**src/source/fetch_settings.svh**
```systemverilog
// fetch front end settings
// data widths, thread start addresses, halt encoding, FIFO depth
`ifndef FETCH_SETTINGS_SVH
`define FETCH_SETTINGS_SVH

////////////////////////////////////////
// widths
`define FETCH_ADDR_W		32				// byte address
`define FETCH_INST_W		32				// one instruction
`define FETCH_LINE_W		64				// one fetch line, two instructions

////////////////////////////////////////
// thread control
`define FETCH_T0_START		32'h0000_0000	// reset pc of thread 0
`define FETCH_T1_START		32'h0000_1000	// reset pc of thread 1
`define FETCH_HALT_WORD		32'h0000_0555	// ends a thread

////////////////////////////////////////
// bundle FIFO
`define FETCH_BUF_DEPTH		4				// power of two only

`endif
```
**src/source/fetch_pkg.sv**
```systemverilog
// fetch types shared by the front end
// thread id and the fetch bundle that travels through the FIFO
`include "fetch_settings.svh"

package fetch_pkg;

	// thread number, two threads in this core
	typedef logic thread_t;

	////////////////////////////////////////
	// one fetched line plus its bookkeeping
	// slot 0 sits in the low half of line
	typedef struct packed {
		thread_t					thread;		// owning thread
		logic						epoch;		// thread epoch at request time
		logic [`FETCH_ADDR_W-1:0]	line_pc;	// 8-byte aligned line address
		logic [1:0]					slot_valid;	// one bit per instruction
		logic [`FETCH_LINE_W-1:0]	line;		// the two instructions
	} fetch_bundle_t;

	// a bundle with both slots cleared carries nothing for the back end
	// the splitter drops those without an output cycle
	//
	// epoch compare against the live per-thread epoch decides whether
	// a bundle is still on the right path

endpackage

```
**src/source/fetch_top.sv**
```systemverilog
// fetch_top: fetch stage, bundle FIFO and instruction splitter
// wired to the Wishbone memory port and the back end
`timescale 1ns/100ps
`include "fetch_settings.svh"

module fetch_top (
	input  logic						clock,
	input  logic						reset,
	// Wishbone classic master
	output logic						wb_cyc,
	output logic						wb_stb,
	output logic						wb_we,
	output logic [`FETCH_ADDR_W-1:0]	wb_adr,
	output logic [7:0]					wb_sel,
	input  logic [`FETCH_LINE_W-1:0]	wb_dat_in,
	input  logic						wb_ack,
	// back end control
	input  logic						redirect_valid,
	input  fetch_pkg::thread_t			redirect_thread,
	input  logic [`FETCH_ADDR_W-1:0]	redirect_pc,
	input  logic						two_threads,
	// instruction stream
	output logic						inst_valid,
	output logic [`FETCH_INST_W-1:0]	inst_data,
	output logic [`FETCH_ADDR_W-1:0]	inst_pc,
	output fetch_pkg::thread_t			inst_thread,
	input  logic						inst_ready
);

	logic						push_valid;
	fetch_pkg::fetch_bundle_t	push_bundle;
	logic						full;
	logic						empty;
	fetch_pkg::fetch_bundle_t	head_bundle;
	logic						pop;
	logic [1:0]					thread_epoch;	// live epochs, fetch to splitter

	////////////////////////////////////////
	// producer
	fetch_stage u_fetch_stage (
		.clock				(clock),
		.reset				(reset),
		.two_threads		(two_threads),
		.redirect_valid		(redirect_valid),
		.redirect_thread	(redirect_thread),
		.redirect_pc		(redirect_pc),
		.full				(full),
		.wb_dat_in			(wb_dat_in),
		.wb_ack				(wb_ack),
		.wb_cyc				(wb_cyc),
		.wb_stb				(wb_stb),
		.wb_we				(wb_we),
		.wb_adr				(wb_adr),
		.wb_sel				(wb_sel),
		.push_valid			(push_valid),
		.push_bundle		(push_bundle),
		.thread_epoch		(thread_epoch)
	);

	// bundle queue
	fetch_buffer u_fetch_buffer (
		.clock			(clock),
		.reset			(reset),
		.push			(push_valid),
		.push_bundle	(push_bundle),
		.pop			(pop),
		.full			(full),
		.empty			(empty),
		.head_bundle	(head_bundle)
	);

	// consumer
	inst_splitter u_inst_splitter (
		.clock			(clock),
		.reset			(reset),
		.empty			(empty),
		.head_bundle	(head_bundle),
		.thread_epoch	(thread_epoch),
		.pop			(pop),
		.inst_ready		(inst_ready),
		.inst_valid		(inst_valid),
		.inst_data		(inst_data),
		.inst_pc		(inst_pc),
		.inst_thread	(inst_thread)
	);

endmodule

```
**src/source/inst_splitter.sv**
```systemverilog
// inst_splitter: takes bundles from the FIFO head and sends one
// instruction per cycle under valid/ready, dropping stale and empty slots
`timescale 1ns/100ps
`include "fetch_settings.svh"

module inst_splitter (
	input  logic						clock,
	input  logic						reset,
	input  logic						empty,
	input  fetch_pkg::fetch_bundle_t	head_bundle,
	input  logic [1:0]					thread_epoch,	// live epochs from fetch
	output logic						pop,
	input  logic						inst_ready,
	output logic						inst_valid,
	output logic [`FETCH_INST_W-1:0]	inst_data,
	output logic [`FETCH_ADDR_W-1:0]	inst_pc,
	output fetch_pkg::thread_t			inst_thread
);

	localparam int AW = `FETCH_ADDR_W;
	localparam int IW = `FETCH_INST_W;

	fetch_pkg::fetch_bundle_t	hold;			// bundle being sent
	logic						held;			// hold has something to send
	logic						slot;			// always points at a valid slot
	logic						held_stale;
	logic						head_stale;
	logic						head_good;
	logic						last_slot;
	logic						fire;
	logic						free;			// register can take a new bundle

	////////////////////////////////////////
	// drop decisions
	assign held_stale = (hold.epoch != thread_epoch[hold.thread]);
	assign head_stale = (head_bundle.epoch != thread_epoch[head_bundle.thread]);
	assign head_good  = ~head_stale & (|head_bundle.slot_valid);

	assign last_slot = slot | ~hold.slot_valid[1];	// nothing left after this one
	assign inst_valid = held & ~held_stale;
	assign fire       = inst_valid & inst_ready;
	assign free       = ~held | held_stale | (fire & last_slot);
	assign pop        = free & ~empty;				// bad heads get popped and lost

	// output view of the current slot
	assign inst_data   = slot ? hold.line[2*IW-1:IW] : hold.line[IW-1:0];
	assign inst_pc     = hold.line_pc + {{(AW-3){1'b0}}, slot, 2'b00};
	assign inst_thread = hold.thread;

	////////////////////////////////////////
	// slot sequencing
	always_ff @(posedge clock) begin
		if (reset) begin
			held <= 1'b0;
			slot <= 1'b0;
		end
		else if (pop) begin
			held <= head_good;
			slot <= ~head_bundle.slot_valid[0];	// start at first valid slot
		end
		else if (free) begin
			held <= 1'b0;						// stale or done, nothing queued
		end
		else if (fire) begin
			slot <= 1'b1;						// slot 0 sent, slot 1 next
		end
	end

	// bundle register
	always_ff @(posedge clock) begin
		if (pop && head_good) begin
			hold <= head_bundle;
		end
	end

endmodule

```
**src/source/fetch_buffer.sv**
```systemverilog
// fetch_buffer: circular FIFO of fetch bundles
// push, pop, full and empty, with push and pop allowed together when full
`timescale 1ns/100ps
`include "fetch_settings.svh"

module fetch_buffer (
	input  logic						clock,
	input  logic						reset,
	input  logic						push,
	input  fetch_pkg::fetch_bundle_t	push_bundle,
	input  logic						pop,
	output logic						full,
	output logic						empty,
	output fetch_pkg::fetch_bundle_t	head_bundle
);

	localparam int DEPTH = `FETCH_BUF_DEPTH;
	localparam int PTR_W = $clog2(DEPTH);

	fetch_pkg::fetch_bundle_t	mem [0:DEPTH-1];	// bundle storage
	logic [PTR_W-1:0]			wr_ptr;
	logic [PTR_W-1:0]			rd_ptr;
	logic [PTR_W:0]				count;				// one extra bit for full
	logic						do_push;
	logic						do_pop;

	assign full  = (count == (PTR_W+1)'(DEPTH));
	assign empty = (count == '0);

	// a push into a full FIFO only goes when the head leaves the same cycle
	assign do_push = push & (~full | pop);
	assign do_pop  = pop & ~empty;

	assign head_bundle = mem[rd_ptr];				// visible the cycle after push

	////////////////////////////////////////
	// pointers and count
	always_ff @(posedge clock) begin
		if (reset) begin
			wr_ptr <= '0;
			rd_ptr <= '0;
			count  <= '0;
		end
		else begin
			if (do_push) wr_ptr <= wr_ptr + 1'b1;	// wraps at DEPTH
			if (do_pop) rd_ptr <= rd_ptr + 1'b1;
			case ({do_push, do_pop})
				2'b10:   count <= count + 1'b1;
				2'b01:   count <= count - 1'b1;
				default: count <= count;			// none or both
			endcase
		end
	end

	// storage
	always_ff @(posedge clock) begin
		if (do_push) begin
			mem[wr_ptr] <= push_bundle;
		end
	end

endmodule

```
**src/source/fetch_stage.sv**
```systemverilog
// fetch_stage: per-thread pc, done flag and epoch, thread selection,
// Wishbone classic fetch master, halt detection and redirect handling
`timescale 1ns/100ps
`include "fetch_settings.svh"

module fetch_stage (
	input  logic						clock,
	input  logic						reset,
	input  logic						two_threads,	// high enables thread 1
	input  logic						redirect_valid,
	input  fetch_pkg::thread_t			redirect_thread,
	input  logic [`FETCH_ADDR_W-1:0]	redirect_pc,
	input  logic						full,			// bundle FIFO has no room
	input  logic [`FETCH_LINE_W-1:0]	wb_dat_in,
	input  logic						wb_ack,
	output logic						wb_cyc,
	output logic						wb_stb,
	output logic						wb_we,
	output logic [`FETCH_ADDR_W-1:0]	wb_adr,
	output logic [7:0]					wb_sel,
	output logic						push_valid,
	output fetch_pkg::fetch_bundle_t	push_bundle,
	output logic [1:0]					thread_epoch
);

	localparam int AW = `FETCH_ADDR_W;
	localparam int IW = `FETCH_INST_W;

	////////////////////////////////////////
	// per-thread state
	logic [AW-1:0]		pc [0:1];		// next line to fetch
	logic [1:0]			done;			// thread fetched its halt word
	logic [1:0]			epoch;			// flips on every redirect
	logic [1:0]			skip0;			// next line starts at slot 1

	// request bookkeeping
	fetch_pkg::thread_t	last_thread;	// thread of the most recent request
	fetch_pkg::thread_t	req_thread;		// thread of the request in flight
	logic				req_epoch;		// its epoch at issue

	// selection and ack decode
	logic [1:0]			eligible;
	fetch_pkg::thread_t	next_thread;
	logic				issue;
	logic				live_ack;		// ack for a request still on path
	logic [IW-1:0]		inst0;
	logic [IW-1:0]		inst1;
	logic [1:0]			slots;
	logic				halt_hit;

	assign wb_we        = 1'b0;			// read only master
	assign wb_sel       = 8'hff;		// always the full line
	assign thread_epoch = epoch;

	////////////////////////////////////////
	// thread choice
	// alternate, but fall back to the same thread when the other one is out
	assign eligible[0] = ~done[0];
	assign eligible[1] = two_threads & ~done[1];

	always_comb begin
		next_thread = ~last_thread;
		if (!eligible[next_thread]) begin
			next_thread = last_thread;
		end
	end

	// idle, room in the FIFO and someone left to fetch for
	assign issue = ~wb_cyc & ~full & (|eligible);

	////////////////////////////////////////
	// ack decode
	// stale acks (epoch moved while in flight) are thrown away here
	assign live_ack   = wb_cyc & wb_ack & (req_epoch == epoch[req_thread]);
	assign push_valid = live_ack;

	always_comb begin
		inst0    = wb_dat_in[IW-1:0];
		inst1    = wb_dat_in[2*IW-1:IW];
		slots    = {1'b1, ~skip0[req_thread]};	// slot 0 off after odd redirect
		halt_hit = 1'b0;
		if (slots[0] && inst0 == `FETCH_HALT_WORD) begin
			slots[1] = 1'b0;					// nothing after the halt
			halt_hit = 1'b1;
		end
		else if (inst1 == `FETCH_HALT_WORD) begin
			halt_hit = 1'b1;
		end
	end

	always_comb begin
		push_bundle.thread     = req_thread;
		push_bundle.epoch      = req_epoch;
		push_bundle.line_pc    = wb_adr;		// held stable for the whole cycle
		push_bundle.slot_valid = slots;
		push_bundle.line       = wb_dat_in;
	end

	////////////////////////////////////////
	// control state
	always_ff @(posedge clock) begin
		if (reset) begin
			pc[0]       <= `FETCH_T0_START;
			pc[1]       <= `FETCH_T1_START;
			done        <= 2'b00;
			epoch       <= 2'b00;
			skip0       <= 2'b00;
			last_thread <= 1'b1;				// so thread 0 goes first
			wb_cyc      <= 1'b0;
			wb_stb      <= 1'b0;
		end
		else begin
			if (issue) begin
				wb_cyc      <= 1'b1;
				wb_stb      <= 1'b1;
				last_thread <= next_thread;
			end
			else if (wb_cyc && wb_ack) begin	// drop right after the ack
				wb_cyc <= 1'b0;
				wb_stb <= 1'b0;
			end

			if (live_ack) begin
				pc[req_thread]    <= pc[req_thread] + AW'(8);
				skip0[req_thread] <= 1'b0;
				if (halt_hit) begin
					done[req_thread] <= 1'b1;
				end
			end

			// redirect wins over a same-cycle ack of that thread
			if (redirect_valid) begin
				pc[redirect_thread]    <= {redirect_pc[AW-1:3], 3'b000};
				done[redirect_thread]  <= 1'b0;
				epoch[redirect_thread] <= ~epoch[redirect_thread];
				skip0[redirect_thread] <= redirect_pc[2];
			end
		end
	end

	// request address and tags, loaded at issue
	always_ff @(posedge clock) begin
		if (issue) begin
			wb_adr     <= pc[next_thread];
			req_thread <= next_thread;
			req_epoch  <= epoch[next_thread];
		end
	end

endmodule

```
**config.mk**
```make
export PLATFORM = sky130hd
export DESIGN_NAME = fetch_top
export DESIGN_NICKNAME = d
export VERILOG_FILES = /design/src/source/fetch_pkg.sv /design/src/source/fetch_top.sv /design/src/source/inst_splitter.sv /design/src/source/fetch_buffer.sv /design/src/source/fetch_stage.sv
export VERILOG_INCLUDE_DIRS = /design/src /design/src/source
export SDC_FILE = /design/constraint.sdc
export NUM_CORES = 1
export LEC_CHECK = 0
export ABC_AREA = 1
export BUFFER_PORTS_ARGS = -buffer_cell sky130_fd_sc_hd__buf_2
export CORE_MARGIN = 4
export CORE_UTILIZATION = 57
export DETAILED_ROUTE_END_ITERATION = 10
export PLACE_DENSITY = 0.85
export SETUP_SLACK_MARGIN = 0.05
export SYNTH_ARGS = -nofsm -noshare
export SYNTH_HDL_FRONTEND = slang
export SYNTH_HIERARCHICAL = 1
export SYNTH_SLANG_ARGS = --single-unit
```
**constraint.sdc**
```tcl
create_clock -name clock -period 16.49 [get_ports clock]
set_clock_uncertainty 0.15 [all_clocks]
set_input_delay 0 -clock clock [delete_from_list [all_inputs] [get_ports clock]]
set_output_delay 0 -clock clock [all_outputs]
set_load 0.005 [all_outputs]
```
### Yosys cells after proc, flatten, opt, wreduce, memory -nomap -nowiden

Memory sizes are Yosys's and may differ from the RTL's. A register that Yosys moved wholly into a read port is not among the register bits.
Cells that the tools add are included.

| word-level totals | value |
|---|---|
| register bits after elaboration | 119 |
| memory bits (writable) | 464 |
| output and inout port bits | 109 |
| memories | 2 |

Memories:

| memory | words | bits a word | read ports | clocked after memory_dff | write ports | RTL line | RTL |
|---|---|---|---|---|---|---|---|
| u_fetch_buffer.mem | 4 | 100 | 1 | 1 | 1 | fetch_buffer.sv:20 | `fetch_pkg::fetch_bundle_t mem [0:DEPTH-1];` |
| u_fetch_stage.pc | 2 | 32 | 2 | 2 | 2 | fetch_stage.sv:31 | `logic [AW-1:0] pc [0:1];` |

| operators by class | value |
|---|---|
| add/sub/neg operators | 6 |
| magnitude comparators | 8 |
| equality and inequality tests | 9 |
| muxes and demuxes | 59 |
| bitwise gates (word level) | 34 |
| reductions and logical operators | 15 |

Operators with widths:

| operator | number |
|---|---|
| $mux W32 | 3 |
| $eq A32 B11 Y1 const B | 2 |
| $reduce_or A32 Y1 | 2 |
| $mux W1 | 42 |
| $add A32 B3 Y32 | 1 |
| $add A32 B4 Y32 const B | 1 |
| $mux W2 | 9 |
| $not A1 Y1 | 13 |
| $and A1 B1 Y1 | 12 |
| $lt A1 B2 Y1 const B | 6 |
| $reduce_bool A2 Y1 | 4 |
| $pmux W3 S2 | 1 |
| $logic_and A1 B1 Y1 | 5 |
| $add A2 B1 Y2 const B | 2 |
| $and A2 B2 Y2 | 2 |
| $bwmux W2 | 2 |
| $not A2 Y2 | 2 |
| $or A1 B1 Y1 | 4 |
| $reduce_or A2 Y1 | 2 |
| $add A3 B1 Y3 const B | 1 |
| $eq A3 B3 Y1 const B | 1 |
| $logic_not A3 Y1 | 1 |
| $sub A3 B1 Y3 const B | 1 |
| $demux W1 S1 | 2 |
| 8 further kinds | 10 |

### Longest topological paths before layout

Gate-level depths: netlist of the first run.

| depth | value |
|---|---|
| word-level depth | 13 |
| depth in mapped cells | 19 |
| mapped depth without buffers | 18 |

### Hierarchy

Netlist of the first run, hierarchy kept.

By module, submodules not included:

| module | instances | cells each | area each (µm²) | sequential area each (µm²) |
|---|---|---|---|---|
| fetch_buffer | 1 | 1,041 | 15,463.6 | 12,191.7 |
| fetch_stage | 1 | 882 | 6,802.8 | 3,062.9 |
| inst_splitter | 1 | 389 | 4,362.9 | 3,012.9 |

### Worst setup path before layout of the first run

Ideal clock, no wire load.

| path | value |
|---|---|
| path type | register to register |
| start | register u_inst_splitter.slot |
| end | memory u_fetch_buffer/mem[0][0] in the netlist's numbering (enable) |
| arrival time | 5.494 ns |
| required time | 15.780 ns |
| path slack | 10.286 ns |
| stages on the path, launching flop included | 12 |
| buffers on the path | 1 |
| clock period less this slack | 6.204 ns |
| cell sequence | dfxtp_1 > buf_2 > clkinv_1 > nand2_1 > nand2_1 > nand4_1 > nand2_1 > inv_1 > inv_1 > nand3_1 > nand2_1 > nor2_1 |

| between the ends | value |
|---|---|
| cells in the longest elaborated chain, start to end | 8 |

Ends and longest elaborated chain:

| what | RTL line | RTL |
|---|---|---|
| start: declaration | inst_splitter.sv:25 | `logic slot;` |
| start signal: assignment | inst_splitter.sv:59 | `slot <= ~head_bundle.slot_valid[0];` |
| $or A1 B1 Y1 | inst_splitter.sv:39 | `assign last_slot = slot \| ~hold.slot_valid[1];` |
| $and A1 B1 Y1 | inst_splitter.sv:42 | `assign free = ~held \| held_stale \| (fire & last_slot);` |
| $or A1 B1 Y1 | inst_splitter.sv:42 |  |
| $and A1 B1 Y1 | inst_splitter.sv:43 | `assign pop = free & ~empty;` |
| named net pop | fetch_top.sv:35 | `logic pop;` |
| $or A1 B1 Y1 | fetch_buffer.sv:31 | `assign do_push = push & (~full \| pop);` |
| $and A1 B1 Y1 | fetch_buffer.sv:31 |  |
| $mux W1 | fetch_buffer.sv:57 | `if (do_push) begin` |
| $mux W1 (implied by the code) | fetch_buffer.sv:58 | `mem[wr_ptr] <= push_bundle;` |
| end: declaration | fetch_buffer.sv:20 |  |

The timed path passes the listed nets, and every way through them passes these cells.

==> flow_summary.json, run 1 <==
{
  "cp.buffers_inverters": 5,
  "max_stage_delay_ns": 0.92,
  "crit_required_ns": 16.55,
  "fin_tns_setup_ns": 0,
  "arrival_ns": 5.00,
  "synth_top_family_by_area": "simple AND/OR/NAND/NOR gates",
  "via_count": 18600,
  "synth_seq_cells": 617,
  "cts_buffer_depth": 3,
  "die_h_um": 224,
  "syn_inst": 2312,
  "critPathLaunchType": "register",
  "pwr-share-clk_pct": 30.6,
  "critPathTopFamily": "buffers and inverters",
  "synth-seq-area-share_pct": 68.6,
  "htree_num_levels": 2,
  "cp_slowest_cell": "buf_4",
  "via_per_inst": 5.83,
  "die-area_um2": 50200,
  "clk_latency_ns": 0.65,
  "firstDrtPassIters": 6,
  "worst_pin_slew_ns": 1.24,
  "io_buffers": 200,
  "internal-power_w": 0.00303,
  "leakage_nw": 11.4,
  "fillers": 3016,
  "dieWidth_um": 224,
  "power_density_nw_per_um2": 143,
  "ff_latch_area_um2": 18300,
  "rows": 78,
  "synth_warnings": 6,
  "gr-total-overflow": 0,
  "p_sw_share_pct": 30.5,
  "start_util_pct": 58.2,
  "hold_violations": 0,
  "dp_cells": 2940,
  "clock-sinks": 617,
  "final_cells": 3184,
  "rsz0062_at_grt": "no",
  "gp_congestion": 0.923,
  "setup_viol": 0,
  "syn_area_um2": 26600,
  "worst_hold_slack_ns": 0.0124,
  "ff2ff_setup_slack_ns": 11.56,
  "r2r-end": "u_inst_splitter/hold[50]$_DFFE_PP_",
  "rr_worst_depth": 10,
  "postRouteAntennaNets": 0,
  "synth_compound_area_share_pct": 8.06,
  "end_kind": "register",
  "hpwl_um": 38000,
  "seqPwrFrac_pct": 49.0,
  "syn2layout_area_growth_pct": 14.4,
  "root_buffer": "clkbuf_16",
  "clk_pin_slew_worst_paths_ns": 0.06,
  "crit_chain": "buf_4 -> inv_2 -> buf_4 -> o21ai_1 -> o22ai_1 -> or2_2 -> nand3_1 -> nor2_4 -> buf_4 -> buf_4",
  "synth-simple-area-share_pct": 13.7,
  "hold_path.class": "in2reg",
  "ys_types": 42,
  "grt_pass1_wl_um": 101000,
  "cts_tree": "built",
  "maxCapViolations": 0,
  "fmax_mhz": 203,
  "min_from": "wb_dat_in[18]",
  "drive_gt1_share_pct": 14.3,
  "synth_area_per_cell_um2": 11.5,
  "critPathKind": "reg2reg",
  "p_total_w": 0.00436,
  "synthMuxAreaShare_pct": 0.169,
  "post-route-drc-count": 0,
  "grt_pass1_vias": 18500,
  "io_pins": 212,
  "fin_crit_sh_pct": 29.9,
  "synth_adder_area_share_pct": 0.451,
  "multi_input_area_um2": 6380,
  "max-vdd-ir-drop_mv": 0.111,
  "fin_nets": 2651,
  "outcome": "complete, no violations",
  "post_drt_wl_per_cell_um": 20.9,
  "slew_viol_final": 0,
  "antenna_found_initial": 3,
  "drt_iter0_drc": 2010,
  "synth_xor_area_share_pct": 1.28,
  "p_comb_share_pct": 20.4,
  "coreArea_um2": 45800,
  "slew_headroom_pct": 17.6,
  "grt_max_degree": 124,
  "p_sw_w": 0.00133,
  "hold-path-cell-count": 2,
  "cpMostUsedCell": "buf_4",
  "period_needed_ns": 4.93,
  "grt_usage_pct": 25.6,
  "crit_path_max_fanout": 101,
  "cts-buffers-inserted": 58,
  "routed_wirelength_um": 66500,
  "whs_endpoint": "u_fetch_buffer/mem[1][18]$_DFFE_PP_"
}
per-stage QoR:
step | setup WS, ns | cell area (um^2) | utilization, %
floorplan | 10.29 | 26700 | -
global placement | 11.80 | 27200 | 59.3
detailed placement | 11.76 | 27200 | 59.3
CTS | 11.73 | 30400 | 66.5
global route | 11.47 | 30500 | 66.6
finish | 11.56 | 30500 | 66.6
per-layer routing:
metal / vias up / routed length [um] / share of wire, % / global-route usage (%)
met4: 2 / 2520 / 3.8 / 9.84
met2: 1064 / 33400 / 50 / 44.3
li1: 8335 / - / - / -
met5: - / 16 / 0.024 / 0
met1: 8976 / 23900 / 36 / 31.6
met3: 184 / 6700 / 10 / 5.67
worst max path at each step:
stage                                            from                            endpoint  cells after the start
global placement                             register  u_inst_splitter/hold[35]$_DFFE_PP_                     10
finish                                       register  u_inst_splitter/hold[50]$_DFFE_PP_                     10
floorplan           u_inst_splitter/slot$_SDFFE_PP0P_  u_fetch_buffer/mem[0][0]$_DFFE_PP_                     11
detailed placement                           register  u_inst_splitter/hold[35]$_DFFE_PP_                     10
global route                                 register  u_inst_splitter/hold[48]$_DFFE_PP_                     10
CTS                                          register  u_inst_splitter/hold[48]$_DFFE_PP_                     10
flip-flops by register name, summed over array words and instances (netlist names), 2 cells and up, named ones only:
name / count
u_fetch_buffer/count: 3
u_fetch_stage/thread_epoch: 2
u_inst_splitter/hold: 98
u_fetch_buffer/rd_ptr: 2
u_fetch_stage/done: 2
u_fetch_stage/wb_adr: 32
u_fetch_buffer/mem: 400
u_fetch_stage/pc: 64
u_fetch_buffer/wr_ptr: 2
u_fetch_stage/skip0: 2
Yosys cell counts (all sizes together):
master  instances  share of area [%]
edfxtp        591                 67
nand2         502                7.2
nor2          303                4.5
o21ai         260                5.0
buf           154                4.8
inv           148                2.1
o22ai         119                2.8
nand3          54                1.1
clkbuf         49               0.80
xor2           28               0.92
dfxtp          26                2.0
nor3           15               0.38
a21oi          11               0.21
nor4           11               0.26
xnor2          11               0.36
ha              8               0.38
nand4           5               0.12
mux2            4               0.17
clkinv          3              0.042
conb            2              0.028
nand3b          2              0.056
o211ai          2              0.056
or2             2              0.047
fa              1              0.075
nor3b           1              0.028
cell type report:
cell class,count,share of cell area (%)
Sequential cell,617,60.0
Multi-Input combinational cell,1348,21.0
Timing Repair Buffer,363,8.44
Clock buffer,76,5.09
Tap cell,600,2.46
Inverter,151,1.88
Clock inverter,28,1.18
Antenna cell,1,0.00821
cells by family (layout without fill, tap and decap cells):
logic type / Yosys count / count (layout)
buffers and inverters: 354 / 618
XOR/XNOR: 39 / 39
other: 2 / 10
multiplexers: 4 / 4
adder cells (fa/ha/maj): 9 / 9
AND/OR/NAND/NOR: 895 / 895
AO/OA/AOI/OAI: 392 / 392
flip-flops: 617 / 617
power by group through the flow:
stage	Clock, W	Combinational [W]	Sequential (W)
floorplan	0	0.000637	0.00212
global placement	0	0.000803	0.00215
global route	0.00142	0.000969	0.00215
finish	0.00133	0.000890	0.00214
CTS	0.00134	0.000870	0.00213
detailed placement	0	0.000838	0.00216
placed cells by master, fill, tap and decap left out, drive strengths merged, types with 4 or more instances in the layout:
cell / n
edfxtp: 591
nand2: 502
nor2: 303
o21ai: 260
buf: 224
inv: 149
dlygate4sd3: 139
o22ai: 119
clkbuf: 76
nand3: 54
xor2: 28
dfxtp: 26
clkinv: 23
nor3: 15
a21oi: 11
nor4: 11
xnor2: 11
conb: 9
ha: 8
bufinv: 6
nand4: 5
mux2: 4
timing repair:
item                                    CTS  global route
endpoints found under the setup margin    0             0
hold endpoints to repair                343             2
resized for setup                         0             0
hold buffers                            138             1
buffers inserted                          0             0
Note: power is estimated with default switching activity, not from simulation.
==> run 2, diff against run 1 <==
ABC_AREA = 0   (was 1)
clock period = 4.7 ns   (was 16.49 ns; I/O delays follow)
==> flow_summary.json, run 2 <==
{
  "drt_iter0_drc": 1596,
  "layout_commonest_cell": "edfxtp_1",
  "fin_nets": 1807,
  "critPathLaunchType": "register",
  "maxCapViolations": 0,
  "worst_pin_slew_ns": 1.13,
  "synth-seq-area-share_pct": 70.2,
  "crit_required_ns": 4.55,
  "final_cell_area_um2": 29900,
  "whs_endpoint": "u_fetch_buffer/mem[2][43]$_DFFE_PP_",
  "ys_types": 79,
  "gr-usage-met3_pct": 4.05,
  "period_needed_ns": 3.46,
  "postCtsSetupBuffers": 0,
  "ff2ff_setup_slack_ns": 1.37,
  "cts-resized-gates": 0,
  "slew_viol_final": 0,
  "critPathTopFamily": "simple AND/OR/NAND/NOR gates",
  "dieWidth_um": 222,
  "drive_gt1_share_pct": 30.1,
  "rsz0062_at_grt": "no",
  "die_h_um": 222,
  "post_drt_wl_per_cell_um": 25.5,
  "hold-path-cell-count": 2,
  "outcome": "complete, no violations",
  "leakage_nw": 10.1,
  "yosysTopAreaCellShare_pct": 68.2,
  "clk_latency_ns": 0.60,
  "netlist_top_cells_area": "edfxtp_1 (68%), mux4_2 (8.7%), buf_4 (3.2%), mux2_2 (3.2%), dfxtp_1 (2.0%)",
  "io_pins": 212,
  "grt_max_degree": 100,
  "coreArea_um2": 45300,
  "ctsHoldBuffers": 108,
  "synth_most_common_cell": "edfxtp_1",
  "top_usage_layer": "met2",
  "clk_pin_slew_worst_paths_ns": 0.06,
  "synth-async-reset-ratio_pct": 0,
  "die-area_um2": 49100,
  "synth_edf_count": 591,
  "routed_wirelength_um": 59800,
  "fmax_mhz": 289,
  "setup_viol": 0,
  "antenna_found_initial": 0,
  "use_met1_pct": 31.5,
  "rows": 78,
  "cp.buffers_inverters": 2,
  "syn2layout_area_growth_pct": 15.1,
  "grt_usage_pct": 24.1,
  "fin_crit_sh_pct": 73.6,
  "fin_tns_setup_ns": 0,
  "end_kind": "primary output",
  "yosys.area.top_type": "edfxtp_1",
  "synth_seq_cells": 617,
  "slew_headroom_pct": 24.3,
  "largest_reg_flops": 400,
  "cts-buffers-inserted": 59,
  "crit_chain": "buf_4 -> ha_1 -> ha_1 -> and4_1 -> nor3b_2 -> nand4_1 -> xnor2_1 -> buf_2",
  "cp_slowest_cell": "buf_4",
  "yosys_most_used_dff": "edfxtp_1",
  "via_per_inst": 6.12,
  "post-route-drc-count": 0,
  "rr_worst_depth": 7,
  "reg.largest.list": "u_fetch_buffer/mem x400, u_inst_splitter/hold x98, u_fetch_stage/pc x64",
  "max_stage_delay_ns": 0.53,
  "hpwl_um": 34500,
  "synth_warnings": 6,
  "r2r-end": "u_fetch_stage/pc[1][21]$_DFFE_PP_",
  "postRouteAntennaNets": 0,
  "via_count": 14400,
  "synth_area_per_cell_um2": 17.8,
  "syn_area_um2": 26000,
  "cts_tree": "built",
  "gr-total-overflow": 0,
  "min_from": "wb_dat_in[43]",
  "grt_pass1_vias": 14800,
  "top_register": "u_fetch_buffer/mem",
  "synth_commonest_cells": "edfxtp_1 (591), buf_4 (110), mux4_2 (100)",
  "layout_common_cells": "edfxtp_1 (591), buf_2 (200), dlygate4sd3_1 (108), mux4_2 (100), nand2_1 (81)",
  "crit_path_max_fanout": 35,
  "use_met2_pct": 42.2,
  "clock-sinks": 617,
  "cpMostUsedCell": "ha_1",
  "gp_congestion": 0.848,
  "cts_buffer_depth": 3,
  "firstDrtPassIters": 6,
  "num_antenna_cells": 0,
  "arrival_ns": 3.31,
  "io_buffers": 200,
  "grt_pass1_wl_um": 91900,
  "critPathKind": "reg2out",
  "max-vdd-ir-drop_mv": 0.349,
  "htree_num_levels": 2,
  "start_util_pct": 57.5,
  "hold_violations": 0,
  "hold_path.class": "in2reg",
  "root_buffer": "clkbuf_16",
  "syn_inst": 1462,
  "power_density_nw_per_um2": 409,
  "dpl_cell_area_um2": 26800
}
run 2: changes by cell type after synthesis, moves of 69 or more:
cell     previous run  this run
o21ai_1           102         0
mux2_2              4        73
nor2_1            288        27
inv_1             142        20
o21ai_0           153        29
o22ai_1           117         1
mux4_2              0       100
nand2_1           489        81
run 2: kinds of logic after synthesis:
kind of cell / Yosys count / synth area share [%]
simple gates: 279 / 6.11
compound gates: 115 / 3.29
flops: 617 / 70.2
fa+ha+maj: 9 / 0.462
buf+inv: 185 / 5.19
other cells: 2 / 0.0289
mux: 203 / 13.0
xor+xnor: 52 / 1.75
run 2: worst max-delay path by stage:
stage / start / to / cells past startpoint
4_1_cts: u_inst_splitter/slot$_SDFFE_PP0P_ / inst_pc[28] / 8
3_3_place_gp: u_fetch_stage/thread_epoch[1]$_SDFFE_PP0P_ / u_fetch_buffer/mem[2][85]$_DFFE_PP_ / 8
2_1_floorplan: u_inst_splitter/slot$_SDFFE_PP0P_ / u_fetch_buffer/mem[2][0]$_DFFE_PP_ / 7
3_5_place_dp: u_fetch_stage/thread_epoch[1]$_SDFFE_PP0P_ / u_fetch_buffer/mem[0][82]$_DFFE_PP_ / 8
5_1_grt: u_inst_splitter/slot$_SDFFE_PP0P_ / inst_pc[28] / 8
6_report: u_inst_splitter/slot$_SDFFE_PP0P_ / inst_pc[28] / 8
run 2: routing by layer:
metal  up-vias  share of wire, %
met5         -                 0
met4         0               2.9
met3       111               7.2
met2       750                53
met1      7319                37
li1       6170                 -
run 2: layout make-up:
type	instances	area, um^2
multi-input cells	667	6480
fillers	2860	15300
inverters	20	75.1
clock buffers	80	1710
repair buffers	330	2310
clock inverters	31	343
well taps	600	751
flip-flops and latches	617	18300
run 2: report_power, final:
part | switching (W) | internal [W] | total, W
combinational | 0.000475 | 0.000396 | 0.000872
sequential | 0.000168 | 0.00628 | 0.00645
clock | 0.00205 | 0.00289 | 0.00494
total | 0.00269 | 0.00957 | 0.0123
run 2: per-stage QoR:
step	hold slack [ns]	utilization [%]	setup slack [ns]	std cells	power, W
after global routing	0.0147	66.1	1.05	2345	0.0127
after detailed placement	0.0828	59.2	1.39	2126	0.00733
after CTS	0.000317	66.1	1.22	2345	0.0123
final	0.0402	66.1	1.24	2345	0.0123
after global placement	0.0737	59.2	1.44	2126	0.00729
after floorplan	-0.0809	-	0.322	1469	0.00708
==> run 3, diff against run 2 <==
clock period = 3.4 ns   (was 4.7 ns; I/O delays follow)
==> flow_summary.json, run 3 (synthesis results as in run 2) <==
{
  "root_buffer": "clkbuf_16",
  "fin_nets": 1846,
  "largest_reg_flops": 400,
  "grt_max_degree": 72,
  "slew_viol_final": 0,
  "cts_buffer_depth": 3,
  "cpMostUsedCell": "ha_1",
  "clk_latency_ns": 0.63,
  "via_count": 14500,
  "via_per_inst": 6.07,
  "hold_violations": 0,
  "syn2layout_area_growth_pct": 16.0,
  "leakage_nw": 10.2,
  "r2r-end": "u_fetch_stage/pc[0][28]$_DFFE_PP_",
  "crit_required_ns": 3.25,
  "gp_congestion": 0.869,
  "gr-total-overflow": 0,
  "fillers": 2804,
  "dieWidth_um": 222,
  "clk_pin_slew_worst_paths_ns": 0.06,
  "die_h_um": 222,
  "end_kind": "primary output",
  "post_drt_wl_per_cell_um": 25.8,
  "rows": 78,
  "outcome": "complete, no violations",
  "layout_commonest_cell": "edfxtp_1",
  "rr_worst_depth": 6,
  "p_total_w": 0.0166,
  "hold-path-cell-count": 2,
  "cts_tree": "built",
  "drt_iter0_drc": 1432,
  "grt_pass1_vias": 15000,
  "arrival_ns": 3.01,
  "max-vdd-ir-drop_mv": 0.463,
  "drive_gt1_share_pct": 30.2,
  "cp_slowest_cell": "clkbuf_8",
  "critPathLaunchType": "register",
  "num_antenna_cells": 0,
  "firstDrtPassIters": 5,
  "clock-sinks": 617,
  "setup_viol": 0,
  "start_util_pct": 57.5,
  "die-area_um2": 49100,
  "coreArea_um2": 45300,
  "crit_path_max_fanout": 35,
  "endpoint": "inst_pc[18]",
  "layout_common_cells": "edfxtp_1 (591), buf_2 (200), dlygate4sd3_1 (132), mux4_2 (100), nand2_1 (81)",
  "reg.largest.list": "u_fetch_buffer/mem x400, u_inst_splitter/hold x98, u_fetch_stage/pc x64",
  "grt_pass1_wl_um": 93200,
  "postRouteAntennaNets": 0,
  "fmax_mhz": 316,
  "htree_num_levels": 2,
  "antenna_found_initial": 0,
  "crit_start": "u_inst_splitter/slot$_SDFFE_PP0P_",
  "slew_headroom_pct": 39.2,
  "multi_input_area_um2": 6490,
  "rsz0062_at_grt": "no",
  "crit_chain": "clkbuf_8 -> ha_1 -> ha_1 -> and4_1 -> nor3b_4 -> nand3_1 -> xnor2_1 -> buf_2",
  "io_pins": 212,
  "grt_usage_pct": 24.6,
  "ff_latch_area_um2": 18300,
  "worst_hold_slack_ns": 0.0113,
  "top_register": "u_fetch_buffer/mem",
  "hold_path.class": "in2reg",
  "cts-buffers-inserted": 58,
  "ff2ff_setup_slack_ns": 0.28,
  "power_density_nw_per_um2": 551,
  "fin_crit_sh_pct": 93.0,
  "maxCapViolations": 0,
  "post-route-drc-count": 0,
  "critPathKind": "reg2out",
  "io_buffers": 200,
  "period_needed_ns": 3.16,
  "hpwl_um": 35000,
  "routed_wirelength_um": 61400,
  "worst_pin_slew_ns": 0.909,
  "max_stage_delay_ns": 0.39
}
## run 3: changes by cell type in the layout (fill, tap and decap cells not counted), sizes merged
cell / delta
buf: +15
inv: +2
clkbuf: -3
bufinv: -1
dlygate4sd3: +24
clkinvlp: +1
clkinv: -2
## run 3: repair_timing
action	4_1_cts	5_1_grt
setup endpoints to repair	4	5
buffers inserted	0	0
hold endpoints to repair	346	0
gates resized for setup	1	2
gates cloned	0	0
hold buffers	132	0
## run 3: worst max-delay path, delay by kind of cell, from the launching register on
kind	cells	cell delay, ns
simple gates	3	0.83
buf+inv	2	0.55
fa+ha+maj	2	0.48
flops	1	0.32
xor+xnor	1	0.21
## run 3: area by class of cell
| type | instances | area share, % |
|---|---|---|
| inverters | 20 | 0.249 |
| flip-flops and latches | 617 | 60.5 |
| clock inverters | 31 | 1.08 |
| well taps | 600 | 2.49 |
| repair buffers | 370 | 9.03 |
| multi-input cells | 667 | 21.5 |
| clock buffers | 76 | 5.13 |
## run 3: per-layer routing
layer | global-route usage [%] | routed length [um]
met1 | 31.5 | 22700
met2 | 42.4 | 31700
met3 | 4.87 | 4820
met4 | 8.62 | 2140
met5 | 0 | 0
## run 3: worst min path at each step
stage | slack, ns | endpoint | start
global route | 0.01 | u_fetch_buffer/mem[0][18]$_DFFE_PP_ | wb_dat_in[18]
global placement | 0.07 | u_fetch_buffer/mem[3][2]$_DFFE_PP_ | wb_dat_in[2]
detailed placement | 0.09 | u_fetch_buffer/mem[0][60]$_DFFE_PP_ | wb_dat_in[60]
floorplan | -0.08 | u_inst_splitter/held$_SDFFE_PP0P_ | reset
finish | 0.01 | u_fetch_buffer/mem[2][24]$_DFFE_PP_ | wb_dat_in[24]
CTS | 0.00006 | u_fetch_buffer/mem[1][21]$_DFFE_PP_ | wb_dat_in[21]
## run 3: power breakdown
group,internal [W],switching [W],leakage [nW]
Combinational,0.000586,0.000685,3.61
Sequential,0.00868,0.000226,5.71
Clock,0.00361,0.00284,0.919
## run 3: per-stage QoR
step / cell area, um^2 / setup slack (ns) / utilization (%) / instances / setup TNS [ns]
6_report: 30200 / 0.237 / 66.7 / 2381 / 0
5_1_grt: 30200 / 0.0604 / 66.7 / 2381 / 0
4_1_cts: 30200 / 0.0925 / 66.7 / 2381 / 0
3_5_place_dp: 27000 / 0.423 / 59.6 / 2142 / 0
3_3_place_gp: 27000 / 0.536 / 59.6 / 2142 / 0
2_1_floorplan: 26100 / -0.417 / - / 1469 / -41.27
